## config.mk

```make
export PLATFORM = sky130hd
export DESIGN_NAME = mem_port_top
export DESIGN_NICKNAME = d
export VERILOG_FILES = /design/src/design/databus_pkg.sv /design/src/design/burst_if.sv /design/src/design/mem_port_top.sv /design/src/design/axi_bridge.sv /design/src/design/skid_buffer.sv /design/src/design/burst_merge.sv
export SDC_FILE = /design/constraint.sdc
export NUM_CORES = 1
export LEC_CHECK = 0
export BUFFER_PORTS_ARGS = -buffer_cell sky130_fd_sc_hd__buf_2
export CORE_ASPECT_RATIO = 0.6
export CORE_MARGIN = 5
export CORE_UTILIZATION = 35
export DETAILED_ROUTE_END_ITERATION = 10
export SLEW_MARGIN = 20
export SYNTH_ARGS = -nofsm -noshare
export SYNTH_HDL_FRONTEND = slang
export SYNTH_SLANG_ARGS = --single-unit
```

## constraint.sdc

```tcl
create_clock -name clk -period 11.58 [get_ports clk]
set_input_delay 2.316 -clock clk [delete_from_list [all_inputs] [get_ports clk]]
set_output_delay 2.316 -clock clk [all_outputs]
set_load 0.05 [all_outputs]
```

## src/design/databus_pkg.sv

```systemverilog
`default_nettype none

package databus_pkg;

  localparam int N_PORTS = 2;    // I/O units on the databus
  localparam int ADDR_W  = 32;
  localparam int DATA_W  = 32;
  localparam int STRB_W  = DATA_W / 8;
  localparam int LEN_W   = 8;     // len+1 beats per burst
  localparam int PORT_W  = 1;

  // Fixed AXI attributes
  localparam logic [2:0] AXI_SIZE_WORD  = 3'd2;
  localparam logic [1:0] AXI_BURST_INCR = 2'd1;
  localparam logic [3:0] AXI_CACHE_BUF  = 4'd2;
  localparam logic [2:0] AXI_PROT_DATA  = 3'd2;

  typedef logic [ADDR_W-1:0] addr_t;
  typedef logic [DATA_W-1:0] data_t;
  typedef logic [STRB_W-1:0] strb_t;
  typedef logic [LEN_W-1:0]  len_t;
  typedef logic [PORT_W-1:0] port_idx_t;

  typedef struct packed {
    data_t data;
    strb_t strb;
  } wbeat_t;

  typedef struct packed {
    data_t data;
    logic  last;
  } rbeat_t;

endpackage

`default_nettype wire
```

## src/design/burst_if.sv

```systemverilog
`timescale 1ns/1ps
`default_nettype none

// Per-unit databus with direction chosen by wstrb
interface databus_if import databus_pkg::*; ();
  logic  valid;
  logic  ready;
  addr_t addr;
  data_t wdata;
  strb_t wstrb;
  data_t rdata;
  len_t  len;
  logic  last;

  modport unit  (output valid, addr, wdata, wstrb, len, input ready, rdata, last);
  modport merge (input valid, addr, wdata, wstrb, len, output ready, rdata, last);
endinterface

interface wr_burst_if import databus_pkg::*; ();
  logic  valid;
  logic  ready;
  addr_t addr;
  data_t data;
  strb_t strb;
  len_t  len;
  logic  last;

  modport src (output valid, addr, data, strb, len, input ready, last);
  modport dst (input valid, addr, data, strb, len, output ready, last);
endinterface

interface rd_burst_if import databus_pkg::*; ();
  logic  valid;
  logic  ready;
  addr_t addr;
  data_t data;
  len_t  len;
  logic  last;

  modport src (output valid, addr, len, input ready, data, last);
  modport dst (input valid, addr, len, output ready, data, last);
endinterface

`default_nettype wire

```

## src/design/mem_port_top.sv

```systemverilog
`timescale 1ns/1ps
`default_nettype none

module mem_port_top import databus_pkg::*; (
  input  logic [N_PORTS-1:0] unit_valid,
  output logic [N_PORTS-1:0] unit_ready,
  output logic [N_PORTS-1:0] unit_last,
  input  addr_t [N_PORTS-1:0] unit_addr,
  input  data_t [N_PORTS-1:0] unit_wdata,
  input  strb_t [N_PORTS-1:0] unit_wstrb,
  input  len_t  [N_PORTS-1:0] unit_len,
  output data_t               unit_rdata,

  output logic       axi_awvalid,
  input  logic       axi_awready,
  output addr_t      axi_awaddr,
  output len_t       axi_awlen,
  output logic [2:0] axi_awsize,
  output logic [1:0] axi_awburst,
  output logic [3:0] axi_awcache,
  output logic [2:0] axi_awprot,
  output logic       axi_wvalid,
  input  logic       axi_wready,
  output data_t      axi_wdata,
  output strb_t      axi_wstrb,
  output logic       axi_wlast,
  input  logic       axi_bvalid,
  output logic       axi_bready,
  output logic       axi_arvalid,
  input  logic       axi_arready,
  output addr_t      axi_araddr,
  output len_t       axi_arlen,
  output logic [2:0] axi_arsize,
  output logic [1:0] axi_arburst,
  output logic [3:0] axi_arcache,
  output logic [2:0] axi_arprot,
  input  logic       axi_rvalid,
  output logic       axi_rready,
  input  data_t      axi_rdata,
  input  logic       axi_rlast,

  input  logic       clk,
  input  logic       rst
);

  databus_if  dbus [N_PORTS] ();
  wr_burst_if wr_ch ();
  rd_burst_if rd_ch ();

  for (genvar g = 0; g < N_PORTS; g++) begin : g_unit
    assign dbus[g].valid = unit_valid[g];
    assign dbus[g].addr  = unit_addr[g];
    assign dbus[g].wdata = unit_wdata[g];
    assign dbus[g].wstrb = unit_wstrb[g];
    assign dbus[g].len   = unit_len[g];
    assign unit_ready[g] = dbus[g].ready;
    assign unit_last[g]  = dbus[g].last;
  end

  assign unit_rdata = dbus[0].rdata;  // Broadcast to every port

  burst_merge u_merge (
    .units (dbus),
    .wr    (wr_ch),
    .rd    (rd_ch),
    .clk   (clk),
    .rst   (rst)
  );

  axi_bridge u_bridge (
    .wr          (wr_ch),
    .rd          (rd_ch),
    .axi_awvalid (axi_awvalid),
    .axi_awready (axi_awready),
    .axi_awaddr  (axi_awaddr),
    .axi_awlen   (axi_awlen),
    .axi_awsize  (axi_awsize),
    .axi_awburst (axi_awburst),
    .axi_awcache (axi_awcache),
    .axi_awprot  (axi_awprot),
    .axi_wvalid  (axi_wvalid),
    .axi_wready  (axi_wready),
    .axi_wdata   (axi_wdata),
    .axi_wstrb   (axi_wstrb),
    .axi_wlast   (axi_wlast),
    .axi_bvalid  (axi_bvalid),
    .axi_bready  (axi_bready),
    .axi_arvalid (axi_arvalid),
    .axi_arready (axi_arready),
    .axi_araddr  (axi_araddr),
    .axi_arlen   (axi_arlen),
    .axi_arsize  (axi_arsize),
    .axi_arburst (axi_arburst),
    .axi_arcache (axi_arcache),
    .axi_arprot  (axi_arprot),
    .axi_rvalid  (axi_rvalid),
    .axi_rready  (axi_rready),
    .axi_rdata   (axi_rdata),
    .axi_rlast   (axi_rlast),
    .clk         (clk),
    .rst         (rst)
  );

endmodule

`default_nettype wire

```

## src/design/axi_bridge.sv

```systemverilog
`timescale 1ns/1ps
`default_nettype none

module axi_bridge import databus_pkg::*; (
  wr_burst_if.dst    wr,
  rd_burst_if.dst    rd,

  output logic       axi_awvalid,
  input  logic       axi_awready,
  output addr_t      axi_awaddr,
  output len_t       axi_awlen,
  output logic [2:0] axi_awsize,
  output logic [1:0] axi_awburst,
  output logic [3:0] axi_awcache,
  output logic [2:0] axi_awprot,

  output logic       axi_wvalid,
  input  logic       axi_wready,
  output data_t      axi_wdata,
  output strb_t      axi_wstrb,
  output logic       axi_wlast,

  input  logic       axi_bvalid,
  output logic       axi_bready,

  output logic       axi_arvalid,
  input  logic       axi_arready,
  output addr_t      axi_araddr,
  output len_t       axi_arlen,
  output logic [2:0] axi_arsize,
  output logic [1:0] axi_arburst,
  output logic [3:0] axi_arcache,
  output logic [2:0] axi_arprot,

  input  logic       axi_rvalid,
  output logic       axi_rready,
  input  data_t      axi_rdata,
  input  logic       axi_rlast,

  input  logic       clk,
  input  logic       rst
);

  typedef enum logic [1:0] {ST_IDLE, ST_ADDR, ST_DATA} seq_t;

  // W beat plus its AXI wlast
  typedef struct packed {
    wbeat_t beat;
    logic   last;
  } wside_t;

  seq_t   wstate;
  seq_t   rstate;
  len_t   wcnt;
  logic   wlast_beat;

  logic   w_in_valid;
  logic   w_in_ready;
  wside_t w_in_data;
  logic   w_out_valid;
  wside_t w_out_data;

  logic   r_in_valid;
  logic   r_in_ready;
  rbeat_t r_in_data;
  logic   r_out_valid;
  rbeat_t r_out_data;

  assign axi_awaddr  = wr.addr;   // Held by the unit until the first beat
  assign axi_awlen   = wr.len;
  assign axi_awsize  = AXI_SIZE_WORD;
  assign axi_awburst = AXI_BURST_INCR;
  assign axi_awcache = AXI_CACHE_BUF;
  assign axi_awprot  = AXI_PROT_DATA;

  assign axi_araddr  = rd.addr;
  assign axi_arlen   = rd.len;
  assign axi_arsize  = AXI_SIZE_WORD;
  assign axi_arburst = AXI_BURST_INCR;
  assign axi_arcache = AXI_CACHE_BUF;
  assign axi_arprot  = AXI_PROT_DATA;

  assign axi_bready = 1'b1;   // Responses dropped

  assign wlast_beat = (wcnt == wr.len);

  always_ff @(posedge clk or posedge rst) begin
    if (rst) begin
      wstate      <= ST_IDLE;
      axi_awvalid <= 1'b0;
      wcnt        <= '0;
    end else begin
      case (wstate)
        ST_IDLE: if (wr.valid) begin
          axi_awvalid <= 1'b1;
          wstate      <= ST_ADDR;
        end
        ST_ADDR: if (axi_awready) begin
          axi_awvalid <= 1'b0;
          wstate      <= ST_DATA;
        end
        ST_DATA: if (wr.valid && wr.ready) begin
          if (wlast_beat) begin
            wcnt   <= '0;
            wstate <= ST_IDLE;
          end else begin
            wcnt <= wcnt + 1'b1;
          end
        end
        default: wstate <= ST_IDLE;
      endcase
    end
  end

  assign w_in_valid = (wstate == ST_DATA) && wr.valid;
  assign wr.ready   = (wstate == ST_DATA) && w_in_ready;
  assign wr.last    = wr.ready && wlast_beat;
  assign w_in_data  = '{beat: '{data: wr.data, strb: wr.strb}, last: wlast_beat};

  skid_buffer #(.payload_t(wside_t)) u_w_skid (
    .in_valid  (w_in_valid),
    .in_ready  (w_in_ready),
    .in_data   (w_in_data),
    .out_valid (w_out_valid),
    .out_ready (axi_wready),
    .out_data  (w_out_data),
    .clk       (clk),
    .rst       (rst)
  );

  assign axi_wvalid = w_out_valid;
  assign axi_wdata  = w_out_data.beat.data;
  assign axi_wstrb  = w_out_data.beat.strb;
  assign axi_wlast  = w_out_data.last;

  always_ff @(posedge clk or posedge rst) begin
    if (rst) begin
      rstate      <= ST_IDLE;
      axi_arvalid <= 1'b0;
    end else begin
      case (rstate)
        ST_IDLE: if (rd.valid) begin
          axi_arvalid <= 1'b1;
          rstate      <= ST_ADDR;
        end
        ST_ADDR: if (axi_arready) begin
          axi_arvalid <= 1'b0;
          rstate      <= ST_DATA;
        end
        // Done once the final beat leaves the skid
        ST_DATA: if (rd.valid && r_out_valid && r_out_data.last) rstate <= ST_IDLE;
        default: rstate <= ST_IDLE;
      endcase
    end
  end

  assign r_in_valid = (rstate == ST_DATA) && axi_rvalid;
  assign axi_rready = (rstate == ST_DATA) && r_in_ready;
  assign r_in_data  = '{data: axi_rdata, last: axi_rlast};

  skid_buffer #(.payload_t(rbeat_t)) u_r_skid (
    .in_valid  (r_in_valid),
    .in_ready  (r_in_ready),
    .in_data   (r_in_data),
    .out_valid (r_out_valid),
    .out_ready (rd.valid),
    .out_data  (r_out_data),
    .clk       (clk),
    .rst       (rst)
  );

  assign rd.ready = r_out_valid;
  assign rd.data  = r_out_data.data;
  assign rd.last  = r_out_valid && r_out_data.last;

endmodule

`default_nettype wire

```

## src/design/skid_buffer.sv

```systemverilog
`timescale 1ns/1ps
`default_nettype none

module skid_buffer import databus_pkg::*; #(
  parameter type payload_t = wbeat_t
) (
  input  logic     in_valid,
  output logic     in_ready,
  input  payload_t in_data,
  output logic     out_valid,
  input  logic     out_ready,
  output payload_t out_data,
  input  logic     clk,
  input  logic     rst
);

  payload_t skid_data;
  logic     stored;     // Skid register holds a beat
  logic     in_xfer;
  logic     out_free;   // Main register can take a new beat

  assign in_xfer  = in_valid && in_ready;
  assign out_free = !out_valid || out_ready;

  always_ff @(posedge clk or posedge rst) begin
    if (rst) begin
      out_valid <= 1'b0;
      stored    <= 1'b0;
      in_ready  <= 1'b1;
    end else if (stored) begin
      // out_valid stays high while draining
      if (out_ready) begin
        stored   <= 1'b0;
        in_ready <= 1'b1;
      end
    end else if (out_free) begin
      out_valid <= in_xfer;
    end else if (in_xfer) begin
      stored   <= 1'b1;   // Caught while output stalled
      in_ready <= 1'b0;
    end
  end

  always_ff @(posedge clk) begin
    if (stored) begin
      if (out_ready) begin
        out_data <= skid_data;
      end
    end else if (out_free) begin
      if (in_xfer) begin
        out_data <= in_data;
      end
    end else if (in_xfer) begin
      skid_data <= in_data;
    end
  end

endmodule

`default_nettype wire

```

## src/design/burst_merge.sv

```systemverilog
`timescale 1ns/1ps
`default_nettype none

module burst_merge import databus_pkg::*; (
  databus_if.merge units [N_PORTS],
  wr_burst_if.src  wr,
  rd_burst_if.src  rd,
  input  logic     clk,
  input  logic     rst
);

  logic [N_PORTS-1:0] st_valid;
  addr_t              st_addr  [N_PORTS];
  data_t              st_wdata [N_PORTS];
  strb_t              st_wstrb [N_PORTS];
  len_t               st_len   [N_PORTS];

  logic      w_run;
  logic      r_run;
  port_idx_t w_idx;
  port_idx_t r_idx;

  logic      w_req_valid;
  logic      r_req_valid;
  port_idx_t w_req;
  port_idx_t r_req;

  for (genvar g = 0; g < N_PORTS; g++) begin : g_port
    logic w_sel;
    logic r_sel;

    assign st_valid[g] = units[g].valid;
    assign st_addr[g]  = units[g].addr;
    assign st_wdata[g] = units[g].wdata;
    assign st_wstrb[g] = units[g].wstrb;
    assign st_len[g]   = units[g].len;

    assign w_sel = w_run && (w_idx == port_idx_t'(g));
    assign r_sel = r_run && (r_idx == port_idx_t'(g));

    // Only the granted port sees ready and last
    assign units[g].ready = (w_sel && wr.ready) || (r_sel && rd.ready);
    assign units[g].last  = (w_sel && wr.last) || (r_sel && rd.last);
    assign units[g].rdata = rd.data;
  end

  // Highest index wins
  always_comb begin
    w_req_valid = 1'b0;
    r_req_valid = 1'b0;
    w_req       = '0;
    r_req       = '0;
    for (int i = 0; i < N_PORTS; i++) begin
      if (st_valid[i] && |st_wstrb[i]) begin
        w_req_valid = 1'b1;
        w_req       = port_idx_t'(i);
      end else if (st_valid[i] && !(w_run && w_idx == port_idx_t'(i))) begin
        // A zero-strobe beat inside a write burst is not a read
        r_req_valid = 1'b1;
        r_req       = port_idx_t'(i);
      end
    end
  end

  always_ff @(posedge clk or posedge rst) begin
    if (rst) begin
      w_run <= 1'b0;
      r_run <= 1'b0;
      w_idx <= '0;
      r_idx <= '0;
    end else begin
      if (!w_run && w_req_valid) begin
        w_run <= 1'b1;
        w_idx <= w_req;
      end else if (w_run && wr.valid && wr.ready && wr.last) begin
        w_run <= 1'b0;
      end

      if (!r_run && r_req_valid) begin
        r_run <= 1'b1;
        r_idx <= r_req;
      end else if (r_run && rd.valid && rd.ready && rd.last) begin
        r_run <= 1'b0;
      end
    end
  end

  assign wr.valid = w_run && st_valid[w_idx];
  assign wr.addr  = st_addr[w_idx];
  assign wr.data  = st_wdata[w_idx];
  assign wr.strb  = st_wstrb[w_idx];
  assign wr.len   = st_len[w_idx];

  assign rd.valid = r_run && st_valid[r_idx];
  assign rd.addr  = st_addr[r_idx];
  assign rd.len   = st_len[r_idx];

endmodule

`default_nettype wire

```

==> impl_metrics.json, run 1 <==
{
  "post_cts_buffers": 0,
  "synth-edff-count": 140,
  "place_inst": 1171,
  "synthArstFlopShare_pct": 14.63,
  "worst_pin_slew_ps": 1013,
  "place_congestion": 0.7706,
  "p_per_area_mw_per_mm2": 148.5,
  "synth_top_area_cell": "edfxtp_1",
  "synth_flop_cell": "edfxtp_1",
  "max-slew-margin-rel_pct": 32.47,
  "cp-startpoint": "unit_len[5]",
  "rows": 43,
  "fin_crit_sh_pct": 54.87,
  "core_mm2": 0.02313,
  "met1_usage_pct": 18.42,
  "fp.dieW_um": 208.2,
  "final_util_pct": 45.36,
  "cts_root_buffer": "clkbuf_16",
  "antenna_left": 0,
  "r2r_end": "u_bridge.u_w_skid.skid_data[7]$_DFFE_PP_",
  "vias": 5455,
  "clk_pin_slew_ps": 60,
  "cts.path.max_buffers": 2,
  "stdcell_count": 1201,
  "cts-htree-levels": 4,
  "ys_types": 49,
  "nets": 1070,
  "synth_top_cell_area_share_pct": 50.97,
  "layout_common_cells": "buf_2 (349), mux2_2 (182), edfxtp_1 (140)",
  "syn_area_mm2": 0.008248,
  "syn_inst": 566,
  "antenna_cells": 0,
  "period_minus_slack_ps": 6354,
  "worstReg2RegStart": "u_merge.w_idx$_DFFE_PP0P_",
  "rsz0062_at_grt": "false",
  "finalSetupViolCount": 0,
  "die_h_um": 128.9,
  "final.setup.tns_ps": 0,
  "start_util_pct": 35.65,
  "path_class": "primary input to output pin",
  "peakVddDrop_mv": 0.1075,
  "clock-sinks": 164,
  "track_usage_pct": 14.59,
  "synth_warnings": 0,
  "die_area_mm2": 0.02684,
  "finalHoldViolCount": 0,
  "antenna_found_initial": 2,
  "grtUsageMet2_pct": 24.46,
  "drt-pass1-iter-count": 4,
  "globalRoute.totalOverflow": 0,
  "dr.first_iter.drc_count": 193,
  "ys_seq_area_share_pct": 58.28,
  "max_cap_viol_count": 0,
  "dp_hpwl_um": 15660,
  "cts_tree": "built",
  "p_leak_nw": 4.287,
  "end_kind": "output pin",
  "drive_gt1_share_pct": 65.58,
  "arrival_ps": 4040,
  "layout_commonest_cell": "buf_2",
  "status": "completed",
  "wire_per_inst_um": 17.10,
  "min_path_type": "register to register",
  "numPortBuffers": 349,
  "cp-start-kind": "primary input",
  "cts_hold_repair.buffers": 0,
  "cts_buffers": 17,
  "grt_pass1_wl_um": 31200,
  "worstPathMaxFanout": 9,
  "syn2layout_area_growth_pct": 27.23,
  "ys_top_cells_by_area": "edfxtp_1 (51%), mux2_2 (25%), dfrtp_1 (6.7%)",
  "met3_usage_pct": 5.166,
  "avgSynthCellArea_um2": 14.57,
  "cp.required_ps": 9260,
  "grt.busiest_layer": "met2",
  "clock_skew_ps": 9.711,
  "routed_wl_um": 20540,
  "max_clock_freq_mhz": 157.4,
  "grt_max_degree": 46,
  "place_area_mm2": 0.009956,
  "slew_viol_final": 0,
  "drcViolationCount": 0,
  "fin_area_mm2": 0.01049,
  "r2r_cells": 5,
  "cts_resized": 0,
  "crit_path_end": "unit_last[0]",
  "rrSetupSlack_ps": 7510,
  "clk_latency_ps": 420,
  "ios": 376,
  "synth-seq-cells": 164,
  "avgViaCountPerCell": 4.542,
  "total_power_w": 0.001558,
  "grt_pass1_vias": 5609
}
## critical path: stages
cell     delay, ps
buf_2          100
mux2_4         270
xor2_1         150
nor4_2         340
nand2_2        230
o32ai_2        280
buf_2          330
## flip-flops by register name, indices dropped and copies added (netlist names), 2 cells and up
| signal | flops |
|---|---|
| u_bridge.wstate | 2 |
| u_bridge.wcnt | 8 |
| u_bridge.u_w_skid.skid_data | 37 |
| u_bridge.u_r_skid.out_data | 33 |
| u_bridge.rstate | 2 |
| u_bridge.u_r_skid.skid_data | 33 |
| u_bridge.u_w_skid.out_data | 37 |
## worst min path at each step
| stage | from | slack [ps] | to | cells after the start |
|---|---|---|---|---|
| after floorplan | u_bridge.wstate[1]$_DFFE_PP0P_ | 450 | u_bridge.wstate[0]$_DFFE_PP0P_ | 1 |
| after global placement | u_bridge.wstate[1]$_DFFE_PP0P_ | 480 | u_bridge.wstate[0]$_DFFE_PP0P_ | 1 |
| after detailed placement | u_bridge.wstate[1]$_DFFE_PP0P_ | 490 | u_bridge.wstate[0]$_DFFE_PP0P_ | 1 |
| after CTS | u_bridge.wstate[1]$_DFFE_PP0P_ | 510 | u_bridge.wstate[0]$_DFFE_PP0P_ | 1 |
| after global routing | u_bridge.wstate[1]$_DFFE_PP0P_ | 530 | u_bridge.wstate[0]$_DFFE_PP0P_ | 1 |
| final | u_bridge.wstate[1]$_DFFE_PP0P_ | 510 | u_bridge.wstate[0]$_DFFE_PP0P_ | 1 |
## cells by family after synthesis
family	share of synthesized area, %
multiplexers	25.70
XOR/XNOR	0.8495
adder cells (fa/ha/maj)	0.1517
flip-flops	58.28
other	0.09105
AND/OR/NAND/NOR	3.838
buffers and inverters	7.342
AO/OA/AOI/OAI	3.747
## cells in the mapped netlist (4+ instances only)
cell	count
mux2_4	4
buf_2	7
nor2_1	13
mux2_2	182
edfxtp_1	140
nor3_1	5
nand3_1	4
dfrtp_1	22
clkbuf_1	13
inv_1	10
buf_4	61
o21ai_0	17
nand2_1	20
a22o_1	5
xor2_1	8
a21oi_1	9
## report_power, final
group          internal, W  switching, W  total [W]  leakage (nW)
Sequential        0.000655     0.0000298   0.000685          1.54
Clock             0.000295      0.000233   0.000527         0.254
Combinational     0.000123      0.000223   0.000346          2.50
## layout make-up
type                       instances  area [um^2]
clock buffer                      19        432.9
clock inverter                    11        105.1
fill                            2157        12640
inverter                          11        41.29
multi-input combinational        329         2937
sequential                       164         4815
tap                              315        394.1
timing repair buffer             352         1769
## routing by layer
| metal | wire [um] | up-vias |
|---|---|---|
| li1 | - | 2658 |
| met1 | 8806 | 2595 |
| met2 | 10110 | 180 |
| met3 | 1454 | 18 |
| met4 | 153 | 4 |
| met5 | 19 | - |
## per-stage QoR
stage	hold slack (ps)	setup slack (ps)
2_1_floorplan	446.7	4396
3_3_place_gp	481.1	5225
3_5_place_dp	493.0	5229
4_1_cts	506.2	5229
5_1_grt	533.2	5120
6_report	508.7	5226
No activity file was read; power rests on OpenSTA's default activity.
==> run 2: changes to the inputs <==
clock period = 5.7 ns   (was 11.58 ns; I/O delays follow)
==> impl_metrics.json, run 2 (same netlist as run 1, synthesis figures left out) <==
{
  "status": "completed",
  "netSwitchingFraction_pct": 31.48,
  "min_path_type": "register to register",
  "path_class": "register to output pin",
  "cts_root_buffer": "clkbuf_16",
  "die_h_um": 128.9,
  "slew_viol_final": 0,
  "stdcell_count": 1206,
  "rows": 43,
  "peakVddDrop_mv": 0.1586,
  "ios": 376,
  "fin_crit_sh_pct": 70.70,
  "nets": 1072,
  "p_per_area_mw_per_mm2": 301.9,
  "core_mm2": 0.02313,
  "cts.path.max_buffers": 2,
  "max-slew-margin-rel_pct": 32.91,
  "drt-pass1-iter-count": 4,
  "syn2layout_area_growth_pct": 27.56,
  "clock-sinks": 164,
  "track_usage_pct": 15.51,
  "fin_area_mm2": 0.01052,
  "regArea_mm2": 0.004815,
  "fillCellCount": 2143,
  "finalSetupViolCount": 0,
  "crit_path_max_incr_delay_ps": 730,
  "post_cts_buffers": 0,
  "cts_buffers": 17,
  "critPathSlowestCell": "dfrtp_4",
  "cp.required_ps": 4560,
  "p_int_w": 0.002177,
  "end_kind": "output pin",
  "layout_commonest_cell": "buf_2",
  "clk_latency_ps": 420,
  "dp_hpwl_um": 16560,
  "final.setup.tns_ps": 0,
  "max_cap_viol_count": 0,
  "globalRoute.totalOverflow": 0,
  "dr.first_iter.drc_count": 266,
  "numPortBuffers": 349,
  "start_util_pct": 35.65,
  "cts-htree-levels": 4,
  "clock_skew_ps": 9.375,
  "arrival_ps": 2890,
  "vias": 5550,
  "cts_resized": 0,
  "avgViaCountPerCell": 4.602,
  "drcViolationCount": 0,
  "cts_hold_repair.buffers": 0,
  "fp.dieW_um": 208.2,
  "grt_pass1_wl_um": 32470,
  "worst_pin_slew_ps": 1004,
  "p_clk_share_pct": 33.8,
  "antenna_found_initial": 4,
  "worstPathMaxFanout": 35,
  "clk_pin_slew_ps": 60,
  "routed_wl_um": 21760,
  "dp_slack_ps": 1668,
  "place_area_mm2": 0.009978,
  "period_minus_slack_ps": 4030,
  "multi_input_area_mm2": 0.002944,
  "comb_power_share_pct": 22.4,
  "reg.largest.list": "u_bridge.u_w_skid.out_data (37), u_bridge.u_w_skid.skid_data (37)",
  "die_area_mm2": 0.02684,
  "place_congestion": 0.7979,
  "layout_common_cells": "buf_2 (349), mux2_2 (182), edfxtp_1 (140)",
  "switching_power_w": 0.0009999,
  "total_power_w": 0.003177,
  "drive_gt1_share_pct": 65.58,
  "grt_pass1_vias": 5526,
  "crit_chain": "mux2_4 > xor2_1 > nor4_2 > nand2_2 > o32ai_2 > buf_2",
  "power_frac_seq_pct": 43.8,
  "fin_ws_ps": 1670,
  "p_leak_nw": 4.299,
  "cts_tree": "built",
  "finalHoldViolCount": 0,
  "cp-start-kind": "register",
  "max_clock_freq_mhz": 248.1,
  "grt_max_degree": 50,
  "antenna_left": 0,
  "place_inst": 1173,
  "wire_per_inst_um": 18.04,
  "rsz0062_at_grt": "false"
}
[run 2: cell types whose count changed in the layout (fill, tap and decap cells not counted), sizes merged]
| cell | before | now |
|---|---|---|
| buf | 352 | 354 |
| clkbuf | 19 | 17 |
| clkinv | 4 | 8 |
| diode | 0 | 2 |
| inv | 14 | 13 |
[run 2: worst paths after layout]
kind                                           startpoint                                        end  slack (ps)  depth (start not counted)
max                             u_merge.w_idx$_DFFE_PP0P_                               unit_last[0]        1670                          6
max in group asynchronous                             rst                  u_merge.w_idx$_DFFE_PP0P_        4410                          2
max reg2reg                     u_merge.w_idx$_DFFE_PP0P_  u_bridge.u_w_skid.skid_data[12]$_DFFE_PP_        2120                          5
min                        u_bridge.wstate[1]$_DFFE_PP0P_             u_bridge.wstate[0]$_DFFE_PP0P_         510                          1
min in group asynchronous                             rst               u_bridge.wcnt[3]$_DFFE_PP0P_         800                          2
min reg2reg                u_bridge.wstate[1]$_DFFE_PP0P_             u_bridge.wstate[0]$_DFFE_PP0P_         510                          1
[run 2: critical path, delay by kind of cell, from the launching register on]
family,cells,cell delay [ps]
mux,1,380
flops,1,730
buf+inv,1,310
simple gates,2,560
compound gates,1,280
xor+xnor,1,160
[run 2: per-stage QoR]
| step | utilization [%] | hold slack [ps] |
|---|---|---|
| 2_1_floorplan | - | 446.7 |
| 5_1_grt | 45.48 | 525.7 |
| 6_report | 45.48 | 508.4 |
| 4_1_cts | 45.46 | 502.9 |
| 3_3_place_gp | 43.13 | 471.5 |
| 3_5_place_dp | 43.13 | 487.9 |
[run 2: routing by layer]
metal / vias to the layer above / part of all wire (%) / GRT usage, % / wire length, um
met2: 173 / 49 / 25.07 / 10700
met1: 2683 / 44 / 20.38 / 9532
met3: 21 / 5.7 / 4.995 / 1249
li1: 2669 / - / - / -
met4: 4 / 1.2 / 4.245 / 266
met5: - / 0.064 / 0 / 14
[run 2: cell type report]
cell class / count / share of cell area [%]
Sequential cell: 164 / 45.76
Multi-Input combinational cell: 329 / 27.98
Timing Repair Buffer: 354 / 16.96
Clock buffer: 17 / 4.043
Tap cell: 315 / 3.746
Clock inverter: 14 / 1.070
Inverter: 11 / 0.3924
Antenna cell: 2 / 0.04757
[run 2: power groups by stage]
stage | logic [W] | clock network (W) | registers, W
2_1_floorplan | 0.000553 | 0 | 0.00140
3_3_place_gp | 0.000712 | 0 | 0.00142
3_5_place_dp | 0.000715 | 0 | 0.00141
4_1_cts | 0.000719 | 0.00111 | 0.00139
5_1_grt | 0.000757 | 0.00116 | 0.00140
6_report | 0.000713 | 0.00107 | 0.00139
